$ cat src/source/exec_pkg.sv
package exec_pkg;

    localparam int xlen      = 32;
    localparam int shamt_w   = 5;
    localparam int reg_idx_w = 5;

    typedef logic [xlen-1:0]      word_t;
    typedef logic [reg_idx_w-1:0] reg_idx_t;
    typedef logic [11:0]          apb_addr_t;

    // ALU control field encodings
    typedef enum logic [3:0] {
        alu_add  = 4'b0000,
        alu_sub  = 4'b0001,
        alu_and  = 4'b0010,
        alu_or   = 4'b0011,
        alu_xor  = 4'b0100,
        alu_slt  = 4'b0101,
        alu_sltu = 4'b0110,
        alu_srl  = 4'b0111,
        alu_sll  = 4'b1000,
        alu_sra  = 4'b1001,
        alu_jal  = 4'b1011,
        alu_jalr = 4'b1100
    } alu_op_e;

    // same as branch funct3
    typedef enum logic [2:0] {
        br_eq  = 3'b000,
        br_ne  = 3'b001,
        br_lt  = 3'b100,
        br_ge  = 3'b101,
        br_ltu = 3'b110,
        br_geu = 3'b111
    } branch_op_e;

    typedef enum logic [1:0] {
        src_a_rs1,
        src_a_pc,
        src_a_zero
    } src_a_sel_e;

    typedef enum logic [1:0] {
        src_b_rs2,
        src_b_imm,
        src_b_pc4
    } src_b_sel_e;

    localparam logic [6:0] op_lui    = 7'b0110111;
    localparam logic [6:0] op_auipc  = 7'b0010111;
    localparam logic [6:0] op_jal    = 7'b1101111;
    localparam logic [6:0] op_jalr   = 7'b1100111;
    localparam logic [6:0] op_branch = 7'b1100011;
    localparam logic [6:0] op_imm    = 7'b0010011;
    localparam logic [6:0] op_reg    = 7'b0110011;

    localparam apb_addr_t addr_pc        = 12'h000;
    localparam apb_addr_t addr_instr     = 12'h004;
    localparam apb_addr_t addr_status    = 12'h008;
    localparam apb_addr_t addr_regs_base = 12'h080;

endpackage

$ cat src/source/alu.sv
`timescale 1ns/1ps

module alu (
    input  exec_pkg::word_t      src_a_i,
    input  exec_pkg::word_t      src_b_i,
    input  exec_pkg::alu_op_e    alu_op_i,
    input  exec_pkg::branch_op_e branch_op_i,
    output exec_pkg::word_t      result_o,
    output logic                 branch_o
);

    logic signed [exec_pkg::xlen-1:0] src_a_signed;
    logic signed [exec_pkg::xlen-1:0] src_b_signed;
    logic [exec_pkg::shamt_w-1:0]     shamt;
    logic                             cmp_taken;
    logic                             is_jump;

    assign src_a_signed = src_a_i;
    assign src_b_signed = src_b_i;
    assign shamt        = src_b_i[exec_pkg::shamt_w-1:0];

    always_comb begin
        case (branch_op_i)
            exec_pkg::br_eq: begin
                cmp_taken = (src_a_i == src_b_i);
            end
            exec_pkg::br_ne: begin
                cmp_taken = (src_a_i != src_b_i);
            end
            exec_pkg::br_lt: begin
                cmp_taken = (src_a_signed < src_b_signed);
            end
            exec_pkg::br_ge: begin
                cmp_taken = (src_a_signed >= src_b_signed);
            end
            exec_pkg::br_ltu: begin
                cmp_taken = (src_a_i < src_b_i);
            end
            exec_pkg::br_geu: begin
                cmp_taken = (src_a_i >= src_b_i);
            end
            default: begin
                cmp_taken = 1'b0;
            end
        endcase
    end

    always_comb begin
        case (alu_op_i)
            exec_pkg::alu_add:  result_o = src_a_i + src_b_i;
            exec_pkg::alu_sub:  result_o = src_a_i - src_b_i;
            exec_pkg::alu_and:  result_o = src_a_i & src_b_i;
            exec_pkg::alu_or:   result_o = src_a_i | src_b_i;
            exec_pkg::alu_xor:  result_o = src_a_i ^ src_b_i;
            exec_pkg::alu_slt: begin
                result_o = (src_a_signed < src_b_signed) ? 32'd1 : 32'd0;
            end
            exec_pkg::alu_sltu: begin
                result_o = (src_a_i < src_b_i) ? 32'd1 : 32'd0;
            end
            exec_pkg::alu_srl:  result_o = src_a_i >> shamt;
            exec_pkg::alu_sll:  result_o = src_a_i << shamt;
            exec_pkg::alu_sra:  result_o = src_a_signed >>> shamt;
            // link value arrives on operand b
            exec_pkg::alu_jal:  result_o = src_b_i;
            exec_pkg::alu_jalr: result_o = src_a_i + src_b_i;
            default:            result_o = '0;
        endcase
    end

    // jumps always count as taken
    assign is_jump  = (alu_op_i == exec_pkg::alu_jal) || (alu_op_i == exec_pkg::alu_jalr);
    assign branch_o = is_jump | cmp_taken;

endmodule

$ cat src/source/apb_exec_ctrl.sv
`timescale 1ns/1ps

module apb_exec_ctrl (
    input  logic                 clk_i,
    input  logic                 reset_i,
    input  exec_pkg::apb_addr_t  paddr_i,
    input  logic                 psel_i,
    input  logic                 penable_i,
    input  logic                 pwrite_i,
    input  exec_pkg::word_t      pwdata_i,
    output exec_pkg::word_t      prdata_o,
    output logic                 pready_o,
    output logic                 pslverr_o,
    output exec_pkg::word_t      instr_o,
    input  exec_pkg::alu_op_e    alu_op_i,
    input  exec_pkg::branch_op_e branch_op_i,
    input  exec_pkg::src_a_sel_e src_a_sel_i,
    input  exec_pkg::src_b_sel_e src_b_sel_i,
    input  exec_pkg::word_t      imm_i,
    input  exec_pkg::reg_idx_t   rs1_i,
    input  exec_pkg::reg_idx_t   rs2_i,
    input  exec_pkg::reg_idx_t   rd_i,
    input  logic                 reg_write_i,
    input  logic                 is_branch_i,
    input  logic                 illegal_i,
    output exec_pkg::reg_idx_t   raddr_a_o,
    output exec_pkg::reg_idx_t   raddr_b_o,
    input  exec_pkg::word_t      rdata_a_i,
    input  exec_pkg::word_t      rdata_b_i,
    output logic                 we_o,
    output exec_pkg::reg_idx_t   waddr_o,
    output exec_pkg::word_t      wdata_o,
    output exec_pkg::word_t      src_a_o,
    output exec_pkg::word_t      src_b_o,
    input  exec_pkg::word_t      alu_result_i,
    input  logic                 branch_i
);

    typedef enum logic {st_idle, st_execute} exec_state_e;

    exec_state_e     state_q;
    exec_pkg::word_t pc_q;
    exec_pkg::word_t instr_q;
    logic [1:0]      status_q;
    exec_pkg::word_t pc_plus4;
    exec_pkg::word_t next_pc;
    logic            access;
    logic            in_regs;
    logic            mapped;
    logic            instr_wr;
    logic            is_jalr;
    logic            taken;
    logic            executing;

    assign access    = psel_i & penable_i;
    assign executing = (state_q == st_execute);
    assign in_regs   = (paddr_i[11:7] == exec_pkg::addr_regs_base[11:7]) && (paddr_i[1:0] == 2'b00);
    assign mapped    = in_regs || paddr_i == exec_pkg::addr_pc
                       || paddr_i == exec_pkg::addr_instr || paddr_i == exec_pkg::addr_status;
    assign instr_wr  = access && pwrite_i && paddr_i == exec_pkg::addr_instr;

    // instruction writes hold one wait cycle while the word is latched
    assign pready_o  = access && !(instr_wr && !executing);
    assign pslverr_o = access && !mapped;

    always_comb begin
        prdata_o = '0;
        if (in_regs) begin
            prdata_o = rdata_a_i;
        end else if (paddr_i == exec_pkg::addr_pc) begin
            prdata_o = pc_q;
        end else if (paddr_i == exec_pkg::addr_instr) begin
            prdata_o = instr_q;
        end else if (paddr_i == exec_pkg::addr_status) begin
            prdata_o = {30'b0, status_q};
        end
    end

    assign instr_o   = instr_q;
    assign raddr_a_o = executing ? rs1_i : paddr_i[6:2];
    assign raddr_b_o = rs2_i;

    assign pc_plus4 = pc_q + 32'd4;
    assign src_a_o  = (src_a_sel_i == exec_pkg::src_a_rs1) ? rdata_a_i
                    : (src_a_sel_i == exec_pkg::src_a_pc)  ? pc_q : '0;
    assign src_b_o  = (src_b_sel_i == exec_pkg::src_b_rs2) ? rdata_b_i
                    : (src_b_sel_i == exec_pkg::src_b_imm) ? imm_i : pc_plus4;

    // comparator output is meaningless for non-branch ops
    assign is_jalr = (alu_op_i == exec_pkg::alu_jalr);
    assign taken   = branch_i && !illegal_i
                     && (is_branch_i || is_jalr || alu_op_i == exec_pkg::alu_jal);
    assign next_pc = illegal_i ? pc_q
                   : is_jalr   ? {alu_result_i[31:1], 1'b0}
                   : taken     ? pc_q + imm_i : pc_plus4;

    // execute and host window writes share the one write port
    assign we_o    = executing ? reg_write_i
                               : (access && pwrite_i && in_regs);
    assign waddr_o = executing ? rd_i : paddr_i[6:2];
    assign wdata_o = !executing ? pwdata_i : (is_jalr ? pc_plus4 : alu_result_i);

    always_ff @(posedge clk_i) begin
        if (reset_i) begin
            state_q  <= st_idle;
            pc_q     <= '0;
            instr_q  <= '0;
            status_q <= '0;
        end else begin
            case (state_q)
                st_idle: begin
                    if (access && pwrite_i && paddr_i == exec_pkg::addr_pc) begin
                        pc_q <= pwdata_i;
                    end
                    if (instr_wr) begin
                        instr_q <= pwdata_i;
                        state_q <= st_execute;
                    end
                end
                default: begin
                    pc_q     <= next_pc;
                    status_q <= {illegal_i, taken};
                    state_q  <= st_idle;
                end
            endcase
        end
    end

    a_instr_wait: assert property (
        @(posedge clk_i) disable iff (reset_i)
        instr_wr && pready_o |-> $past(instr_wr && !pready_o)
    ) else $error("apb_exec_ctrl: instruction write completed without wait cycle");

    a_no_illegal_write: assert property (
        @(posedge clk_i) disable iff (reset_i)
        executing && illegal_i |-> !we_o
    ) else $error("apb_exec_ctrl: register write on illegal instruction");

endmodule

$ cat src/source/exec_top.sv
`timescale 1ns/1ps

module exec_top (
    input  logic                clk_i,
    input  logic                reset_i,
    input  exec_pkg::apb_addr_t paddr_i,
    input  logic                psel_i,
    input  logic                penable_i,
    input  logic                pwrite_i,
    input  exec_pkg::word_t     pwdata_i,
    output exec_pkg::word_t     prdata_o,
    output logic                pready_o,
    output logic                pslverr_o
);

    exec_pkg::word_t      instr, imm, rdata_a, rdata_b, wdata, src_a, src_b, alu_result;
    exec_pkg::alu_op_e    alu_op;
    exec_pkg::branch_op_e branch_op;
    exec_pkg::src_a_sel_e src_a_sel;
    exec_pkg::src_b_sel_e src_b_sel;
    exec_pkg::reg_idx_t   rs1, rs2, rd, raddr_a, raddr_b, waddr;
    logic                 reg_write, is_branch, illegal, we, branch;

    apb_exec_ctrl u_ctrl (
        .clk_i, .reset_i, .paddr_i, .psel_i, .penable_i, .pwrite_i, .pwdata_i,
        .prdata_o, .pready_o, .pslverr_o,
        .instr_o(instr), .alu_op_i(alu_op), .branch_op_i(branch_op),
        .src_a_sel_i(src_a_sel), .src_b_sel_i(src_b_sel), .imm_i(imm),
        .rs1_i(rs1), .rs2_i(rs2), .rd_i(rd), .reg_write_i(reg_write),
        .is_branch_i(is_branch), .illegal_i(illegal),
        .raddr_a_o(raddr_a), .raddr_b_o(raddr_b), .rdata_a_i(rdata_a), .rdata_b_i(rdata_b),
        .we_o(we), .waddr_o(waddr), .wdata_o(wdata),
        .src_a_o(src_a), .src_b_o(src_b), .alu_result_i(alu_result), .branch_i(branch)
    );

    instr_decoder u_decoder (
        .instr_i(instr), .alu_op_o(alu_op), .branch_op_o(branch_op),
        .src_a_sel_o(src_a_sel), .src_b_sel_o(src_b_sel), .imm_o(imm),
        .rs1_o(rs1), .rs2_o(rs2), .rd_o(rd), .reg_write_o(reg_write),
        .is_branch_o(is_branch), .illegal_o(illegal)
    );

    register_file u_regs (
        .clk_i, .reset_i,
        .raddr_a_i(raddr_a), .raddr_b_i(raddr_b), .rdata_a_o(rdata_a), .rdata_b_o(rdata_b),
        .we_i(we), .waddr_i(waddr), .wdata_i(wdata)
    );

    alu u_alu (
        .src_a_i(src_a), .src_b_i(src_b), .alu_op_i(alu_op), .branch_op_i(branch_op),
        .result_o(alu_result), .branch_o(branch)
    );

endmodule

$ cat src/source/instr_decoder.sv
`timescale 1ns/1ps

module instr_decoder (
    input  exec_pkg::word_t      instr_i,
    output exec_pkg::alu_op_e    alu_op_o,
    output exec_pkg::branch_op_e branch_op_o,
    output exec_pkg::src_a_sel_e src_a_sel_o,
    output exec_pkg::src_b_sel_e src_b_sel_o,
    output exec_pkg::word_t      imm_o,
    output exec_pkg::reg_idx_t   rs1_o,
    output exec_pkg::reg_idx_t   rs2_o,
    output exec_pkg::reg_idx_t   rd_o,
    output logic                 reg_write_o,
    output logic                 is_branch_o,
    output logic                 illegal_o
);

    logic [6:0]      opcode;
    logic [2:0]      funct3;
    logic [6:0]      funct7;
    logic            funct7_alt;
    logic            f7_checked;
    logic            alt_allowed;
    exec_pkg::word_t imm_itype;
    exec_pkg::word_t imm_utype;
    exec_pkg::word_t imm_btype;
    exec_pkg::word_t imm_jtype;

    assign opcode     = instr_i[6:0];
    assign funct3     = instr_i[14:12];
    assign funct7     = instr_i[31:25];
    assign funct7_alt = (funct7 == 7'b0100000);
    assign rd_o       = instr_i[11:7];
    assign rs1_o      = instr_i[19:15];
    assign rs2_o      = instr_i[24:20];

    assign imm_itype = {{20{instr_i[31]}}, instr_i[31:20]};
    assign imm_utype = {instr_i[31:12], 12'b0};
    assign imm_btype = {{19{instr_i[31]}}, instr_i[31], instr_i[7], instr_i[30:25],
                        instr_i[11:8], 1'b0};
    assign imm_jtype = {{11{instr_i[31]}}, instr_i[31], instr_i[19:12], instr_i[20],
                        instr_i[30:21], 1'b0};

    // funct7 only matters for shifts and register forms; sub and sra take the alt value
    assign f7_checked  = (opcode == exec_pkg::op_reg) || (funct3 == 3'b001)
                         || (funct3 == 3'b101);
    assign alt_allowed = (funct3 == 3'b101)
                         || ((funct3 == 3'b000) && (opcode == exec_pkg::op_reg));

    always_comb begin
        alu_op_o    = exec_pkg::alu_add;
        branch_op_o = exec_pkg::br_eq;
        src_a_sel_o = exec_pkg::src_a_rs1;
        src_b_sel_o = exec_pkg::src_b_rs2;
        imm_o       = '0;
        reg_write_o = 1'b0;
        is_branch_o = 1'b0;
        illegal_o   = 1'b0;
        case (opcode)
            exec_pkg::op_lui, exec_pkg::op_auipc: begin
                src_a_sel_o = (opcode == exec_pkg::op_lui) ? exec_pkg::src_a_zero
                                                           : exec_pkg::src_a_pc;
                src_b_sel_o = exec_pkg::src_b_imm;
                imm_o       = imm_utype;
                reg_write_o = 1'b1;
            end
            exec_pkg::op_jal: begin
                alu_op_o    = exec_pkg::alu_jal;
                src_a_sel_o = exec_pkg::src_a_pc;
                src_b_sel_o = exec_pkg::src_b_pc4;
                imm_o       = imm_jtype;
                reg_write_o = 1'b1;
            end
            exec_pkg::op_jalr: begin
                alu_op_o    = exec_pkg::alu_jalr;
                src_b_sel_o = exec_pkg::src_b_imm;
                imm_o       = imm_itype;
                reg_write_o = 1'b1;
                illegal_o   = (funct3 != 3'b000);
            end
            exec_pkg::op_branch: begin
                is_branch_o = 1'b1;
                imm_o       = imm_btype;
                if (funct3 == 3'b010 || funct3 == 3'b011) begin
                    illegal_o = 1'b1;
                end else begin
                    branch_op_o = exec_pkg::branch_op_e'(funct3);
                end
            end
            exec_pkg::op_imm, exec_pkg::op_reg: begin
                reg_write_o = 1'b1;
                if (opcode == exec_pkg::op_imm) begin
                    src_b_sel_o = exec_pkg::src_b_imm;
                    imm_o       = imm_itype;
                end
                case (funct3)
                    3'b000: begin
                        alu_op_o = (opcode == exec_pkg::op_reg && funct7_alt)
                                   ? exec_pkg::alu_sub : exec_pkg::alu_add;
                    end
                    3'b001:  alu_op_o = exec_pkg::alu_sll;
                    3'b010:  alu_op_o = exec_pkg::alu_slt;
                    3'b011:  alu_op_o = exec_pkg::alu_sltu;
                    3'b100:  alu_op_o = exec_pkg::alu_xor;
                    3'b101:  alu_op_o = funct7_alt ? exec_pkg::alu_sra : exec_pkg::alu_srl;
                    3'b110:  alu_op_o = exec_pkg::alu_or;
                    default: alu_op_o = exec_pkg::alu_and;
                endcase
                if (f7_checked && funct7 != 7'b0 && !(funct7_alt && alt_allowed)) begin
                    illegal_o = 1'b1;
                end
            end
            // loads, stores, fences and system land here
            default: illegal_o = 1'b1;
        endcase
        if (illegal_o) begin
            reg_write_o = 1'b0;
        end
    end

endmodule

$ cat src/source/register_file.sv
`timescale 1ns/1ps

module register_file (
    input  logic               clk_i,
    input  logic               reset_i,
    input  exec_pkg::reg_idx_t raddr_a_i,
    input  exec_pkg::reg_idx_t raddr_b_i,
    output exec_pkg::word_t    rdata_a_o,
    output exec_pkg::word_t    rdata_b_o,
    input  logic               we_i,
    input  exec_pkg::reg_idx_t waddr_i,
    input  exec_pkg::word_t    wdata_i
);

    // x0 has no storage
    exec_pkg::word_t regs [1:31];

    always_ff @(posedge clk_i) begin
        if (reset_i) begin
            for (int i = 1; i < 32; i++) begin
                regs[i] <= '0;
            end
        end else if (we_i && waddr_i != '0) begin
            regs[waddr_i] <= wdata_i;
        end
    end

    assign rdata_a_o = (raddr_a_i == '0) ? '0 : regs[raddr_a_i];
    assign rdata_b_o = (raddr_b_i == '0) ? '0 : regs[raddr_b_i];

endmodule

$ cat config.mk
export PLATFORM = sky130hd
export DESIGN_NAME = exec_top
export DESIGN_NICKNAME = d
export VERILOG_FILES = /design/src/source/exec_pkg.sv /design/src/source/alu.sv /design/src/source/apb_exec_ctrl.sv /design/src/source/exec_top.sv /design/src/source/instr_decoder.sv /design/src/source/register_file.sv
export SDC_FILE = /design/constraint.sdc
export NUM_CORES = 2
export LEC_CHECK = 0
export BUFFER_PORTS_ARGS = -buffer_cell sky130_fd_sc_hd__buf_2
export CELL_PAD_IN_SITES_DETAIL_PLACEMENT = 1
export CELL_PAD_IN_SITES_GLOBAL_PLACEMENT = 1
export CORE_MARGIN = 4
export CORE_UTILIZATION = 45
export CTS_CLUSTER_DIAMETER = 200
export DETAILED_ROUTE_END_ITERATION = 12
export PLACE_DENSITY = 0.73
export SLEW_MARGIN = 20
export SYNTH_ARGS = -nofsm -noshare
export SYNTH_HDL_FRONTEND = slang
export SYNTH_SLANG_ARGS = --single-unit
$ cat constraint.sdc
create_clock -name clk_i -period 20.7 [get_ports clk_i]
set_input_delay 2.07 -clock clk_i [delete_from_list [all_inputs] [get_ports clk_i]]
set_output_delay 2.07 -clock clk_i [all_outputs]
set_load 0.02 [all_outputs]
# Yosys cells after proc, flatten, opt, wreduce, memory -nomap -nowiden
# Memories as Yosys holds them, arrays and structs flattened. A register that Yosys moved wholly into a read port is not among the register bits.
# Index checks and enable logic that the tools add are counted.
[totals] register_bits=67 romBits=0 ramBits=992 n_memories=1 latch_bits=0
[classes] n_addsub=4 mul=0 div=0 n_mux=53 magnitude_cmp=4 reduce_logical=54 bitwise_logic=6 shifts=3 eq_ne=38
[memory_table] name="u_regs.regs" depth=31 width=32 read_ports=2 rd_clocked_by_memory_dff=1 write_ports=31 line="register_file.sv:16" rtl="exec_pkg::word_t regs [1:31];"
[op_table] operator="32-bit 2-to-1 mux" n=18
[op_table] operator="32-bit one-hot mux with 11 select lines" n=1
[op_table] operator="32-bit one-hot mux with 5 select lines" n=1
[op_table] operator="32-bit adder" n=2
[op_table] operator="32-bit greater-or-equal comparator" n=2
[op_table] operator="32-bit less-than comparator" n=2
[op_table] operator="32-bit by 3-bit adder with 32-bit output, second input constant" n=1
[op_table] operator="32-bit bitwise AND" n=1
[op_table] operator="32-bit == test" n=1
[op_table] operator="32-bit inequality test" n=1
[op_table] operator="32-bit bitwise OR" n=1
[op_table] operator="32-bit OR reduction" n=1
[op_table] operator="32-bit by 5-bit << shifter with 32-bit output" n=1
[op_table] operator="32-bit by 5-bit right shift with 32-bit output" n=1
[op_table] operator="32-bit by 5-bit >>> shifter with 32-bit output" n=1
[op_table] operator="32-bit subtractor" n=1
[op_table] operator="32-bit XOR" n=1
[op_table] operator="4-bit one-hot mux with 7 select lines" n=1
[op_table] operator="5-bit 2-to-1 mux" n=5
[op_table] operator="3-bit == test, second input constant" n=7
[op_table] operator="7-bit by 6-bit == test with 1-bit output, second input constant" n=3
[op_table] operator="7-bit == test, second input constant" n=3
[op_table] operator="1-bit 2-to-1 mux" n=17
[op_table] operator="4-bit by 3-bit == test with 1-bit output, second input constant" n=4
[op_table] operator="38 further kinds" n=85

# Longest topological paths before layout
[logic_depth] word_depth=16 depth_mapped=33 mapped_depth_nobuf=25

# Hierarchy
# A second synthesis with hierarchy kept.
[hier_totals] cells_unflattened=6436 area_unflattened_um2=72517.0
[modules_own_cells] module="register_file" cells_per_inst=3765 area_per_inst_um2=54626.1 n_inst=1
[modules_own_cells] module="alu" cells_per_inst=1358 area_per_inst_um2=9003.6 n_inst=1
[modules_own_cells] module="apb_exec_ctrl" cells_per_inst=1193 area_per_inst_um2=8097.8 n_inst=1
[modules_own_cells] module="instr_decoder" cells_per_inst=120 area_per_inst_um2=789.5 n_inst=1

# Worst setup path before layout
# OpenSTA, ideal clock, no wires.
[synth_timing] path_type="in2reg" from="input port paddr_i[2]" to="memory u_regs.regs[10][23] (netlist name) (data pin)" stages=29 arrival_time_ps=7864 t_required_ps=20435 setup_slack_ps=12571 setup_time_ps=265 cell_sequence="buf_2 -> mux2_4 -> buf_6 -> buf_2 -> buf_2 -> buf_2 -> clkbuf_1 -> and3_1 -> a31oi_1 -> o22ai_1 -> a311oi_1 -> o21ai_0 -> o21a_1 -> inv_1 -> ha_1 -> a21oi_1 -> o21bai_1 -> a2111oi_0 -> nor3_1 -> or4_1 -> a211o_1 -> a31o_2 -> a21oi_1 -> o221ai_1 -> a222oi_1 -> nand4_1 -> a22oi_4 -> buf_6 -> nor2_1"
[synth_rtl] item="from (decl)" line="exec_top.sv:6" rtl="input exec_pkg::apb_addr_t paddr_i,"
[synth_rtl] item="to (decl)" line="register_file.sv:16"

==> metrics.txt <==
Nets=between 7k and 8k; post-synthesis register bit count=roughly 1.1k; crit end category=flip-flop; final number of max-transition violations=0; Fin. Hold Viols=0; Worst EP required=between 20 and 25 ns; Root Buffer=clkbuf_16; IO Port Bufs=between 80 and 90; RD Place Congestion=between 1 and 1.5; die height=419 um; setup TNS=0 ns; routed wl met2=171000 um; fin worst setup slack=slightly above 9 ns; number of gates resized after cts=0; boundary pin count=83; max cap viols=0; deepest clock path buffer count=3; PD cells=approximately 67 nW/um^2; Tot GR Track Use=approximately 46%; Routed WL per cell=between 40 and 50 um; Avg Cell Area, Syn=9.99 um^2; postcts setup bufs=0; asr flop ratio synth=0%; antenna violations before repair=28; share of Yosys cell area claimed by the top area cell type=a little over 40%; Syn. warnings=0; ranking of synthesized cells by area=edfxtp_1 (41%), mux4_2 (11%), a21oi_1 (4.8%), nand2b_1 (4.6%), nor2_1 (4.6%); Final ANT Viol Nets=0; CTS clk-pin slew, worst paths=around 0.07 ns; status=finished clean; met1 WL=137000 um; synthesized area=75900 um^2; Clk Latency, worst-skew pair=a little over 0.8 ns; P&R area growth vs syn=8.75%; placed wire-length estimate=263000 um; Period minus WS final=approximately 11 ns; number of global-route vias before repair=72.9k; Initial Util=between 40% and 50%; DR iter-0 viols=between 10k and 15k; Lkg Pwr=between 0.02 and 0.03 uW; die width=roughly 420 um; CTS tree=built; Max transition margin=between 10% and 20%; WS Path Type=input pin to flip-flop; Synth area leader=edfxtp_1; final setup fails=0; Worst-Margin Slew=1.24 ns; Die ar.=approximately 180000 um^2; fillers=18.3k; critical path arrival=roughly 12 ns; critical path peak fanout=78; largest net degree at the start of global routing=114; layout cell share with drive strength beyond 1=15.1%; first-pass GRT wire length=roughly 570000 um; Yosys cell types=110; # rows=150; clk sink count=approximately 1.1k; WL final=409000 um; drt drc=0; total gr overflow=0; DRT Pass-1 Iters=9; Num CTS Buffers=between 100 and 150; Top Layer Used=met5; Setup WS pre-CTS=9.02 ns; Post-synth EDFFs=slightly above 1k; RSZ-0062 raised after global routing=no; min-delay worst type=flip-flop to flip-flop; Worst VDD drop=slightly above 0.00008 V; Seq/Total Area, Yosys=~42%; Final Cycle Share=a little under three fifths; H-tree level count=3; synthesized instance count=7593; Post-CTS Hold Fix Bufs=0; type of origin of the critical path=input pin; Final Skew=between 0.04 and 0.05 ns; vias=roughly 74k; Main synth FF type=edfxtp_1; max frequency=roughly 90 MHz; vias per cell=7.63; met3 WL=58000 um; CORE AREA=about 170000 um^2
## cell usage after synthesis, types with 30 or more instances
cell type / number
nand4_1: 50
nor2b_1: 84
nand3_1: 96
and2_1: 39
dfxtp_1: 72
nand2b_1: 564
mux2_2: 30
buf_1: 44
o211ai_1: 129
nand2_1: 485
mux2i_1: 154
a31oi_1: 33
mux4_2: 376
a21oi_1: 723
inv_1: 169
o21ai_0: 350
o2111ai_1: 37
nor2_1: 940
buf_2: 191
a21o_1: 52
and3_1: 34
ha_1: 129
clkbuf_1: 453
xnor2_1: 43
buf_4: 31
a22oi_1: 326
a211oi_1: 69
o221ai_1: 40
o22ai_1: 179
nor3_1: 82
edfxtp_1: 1024
## registers in the layout, indices dropped and copies added, names as in the netlist, named ones only
name / count
u_ctrl.status_q: 2
u_regs.regs: 1024
u_ctrl.instr_o: 32
u_ctrl.executing: 1
u_ctrl.pc_q: 32
## worst max-delay path: stages
cell and delay [ns]:
clkbuf_8 0.42, mux2_8 0.76, buf_4 0.80, buf_4 0.73, and3_1 0.27, a31oi_1 0.05
o22ai_1 0.21, a311oi_1 0.08, o21ai_0 0.43, o21a_1 0.36, inv_1 0.12, ha_1 0.29
a21oi_1 0.20, o21bai_1 0.17, a2111oi_0 0.76, nor3_1 0.28, or4_1 0.71, a211o_1 0.39
a31o_2 0.26, a21oi_1 0.24, o221ai_1 0.15, a222oi_1 0.39, nand4_1 0.36, a22oi_4 1.01
nor2_1 0.17
## placed cells by master, fill, tap and decap left out, types with 31 or more instances in the layout
cell          n
ha_1        129
o211ai_1    129
mux2i_1     151
inv_1       167
and2_1       38
nor3_1       79
nand3_1      95
dfxtp_1      64
mux4_2      376
nand2_2      62
o2111ai_1    35
conb_1       32
a211oi_1     68
a21o_1       52
and3_1       33
buf_2        83
o22ai_1     179
edfxtp_1   1024
nor2b_1      81
a31oi_1      31
nor2_1      936
o21ai_0     343
a22oi_1     325
nand2b_1    564
xnor2_1      43
nand2_1     418
o221ai_1     39
nand4_1      50
buf_4       256
clkbuf_16   119
a21oi_1     721
## metal layers
layer,global-route usage (%),up-vias
met4,38.7,14
met3,17.3,2059
li1,-,28264
met1,53.7,36992
met2,65.8,6599
met5,0.500,-
## cell families (layout without fill, tap and decap cells)
| group | count (synthesis) | in the layout | synth area share (%) |
|---|---|---|---|
| other cells | 1 | 54 | 0.00494 |
| flops | 1096 | 1096 | 42.4 |
| mux | 564 | 564 | 13.7 |
| simple gates | 2497 | 2497 | 15.7 |
| fa+ha+maj | 132 | 132 | 2.21 |
| compound gates | 2321 | 2321 | 20.0 |
| buf+inv | 918 | 753 | 5.19 |
| xor+xnor | 64 | 64 | 0.739 |
## stage by stage
step                util, %  instances  area (um^2)  power (uW)  hold slack, ns
floorplan                 -       7624        76000        2980           0.459
global placement       46.9       9433        78500        3320           0.477
detailed placement     46.9       9435        78600        3340           0.502
CTS                    49.2       9658        82400        5480           0.513
global route           49.3       9669        82500        5650           0.532
finish                 49.3       9685        82500        5540           0.514
## worst paths after layout
path              slack, ns               start             endpoint  depth (start not counted)
hold reg to reg        0.51  u_ctrl.status_q[1]   u_ctrl.status_q[1]                          2
setup reg to reg       9.62    u_ctrl.executing  u_regs.regs[24][23]                         26
hold / removal         0.51  u_ctrl.status_q[1]   u_ctrl.status_q[1]                          2
setup / recovery       9.30          paddr_i[2]  u_regs.regs[24][23]                         25
## cell type report
cell class	count	area (um^2)	area share, %
clock buffers	139	3050	3.70
well taps	2204	2760	3.34
flip-flops and latches	1096	32200	39.0
clock inverters	84	782	0.948
diodes	22	55.1	0.0667
repair buffers	350	2520	3.06
inverters	180	678	0.822
multi-input cells	5610	40500	49.0
## report_power, final
part	internal [uW]	switching, uW
logic	228	612
registers	2470	38.3
clock network	1200	990
Note: power is estimated with default switching activity, not from simulation.
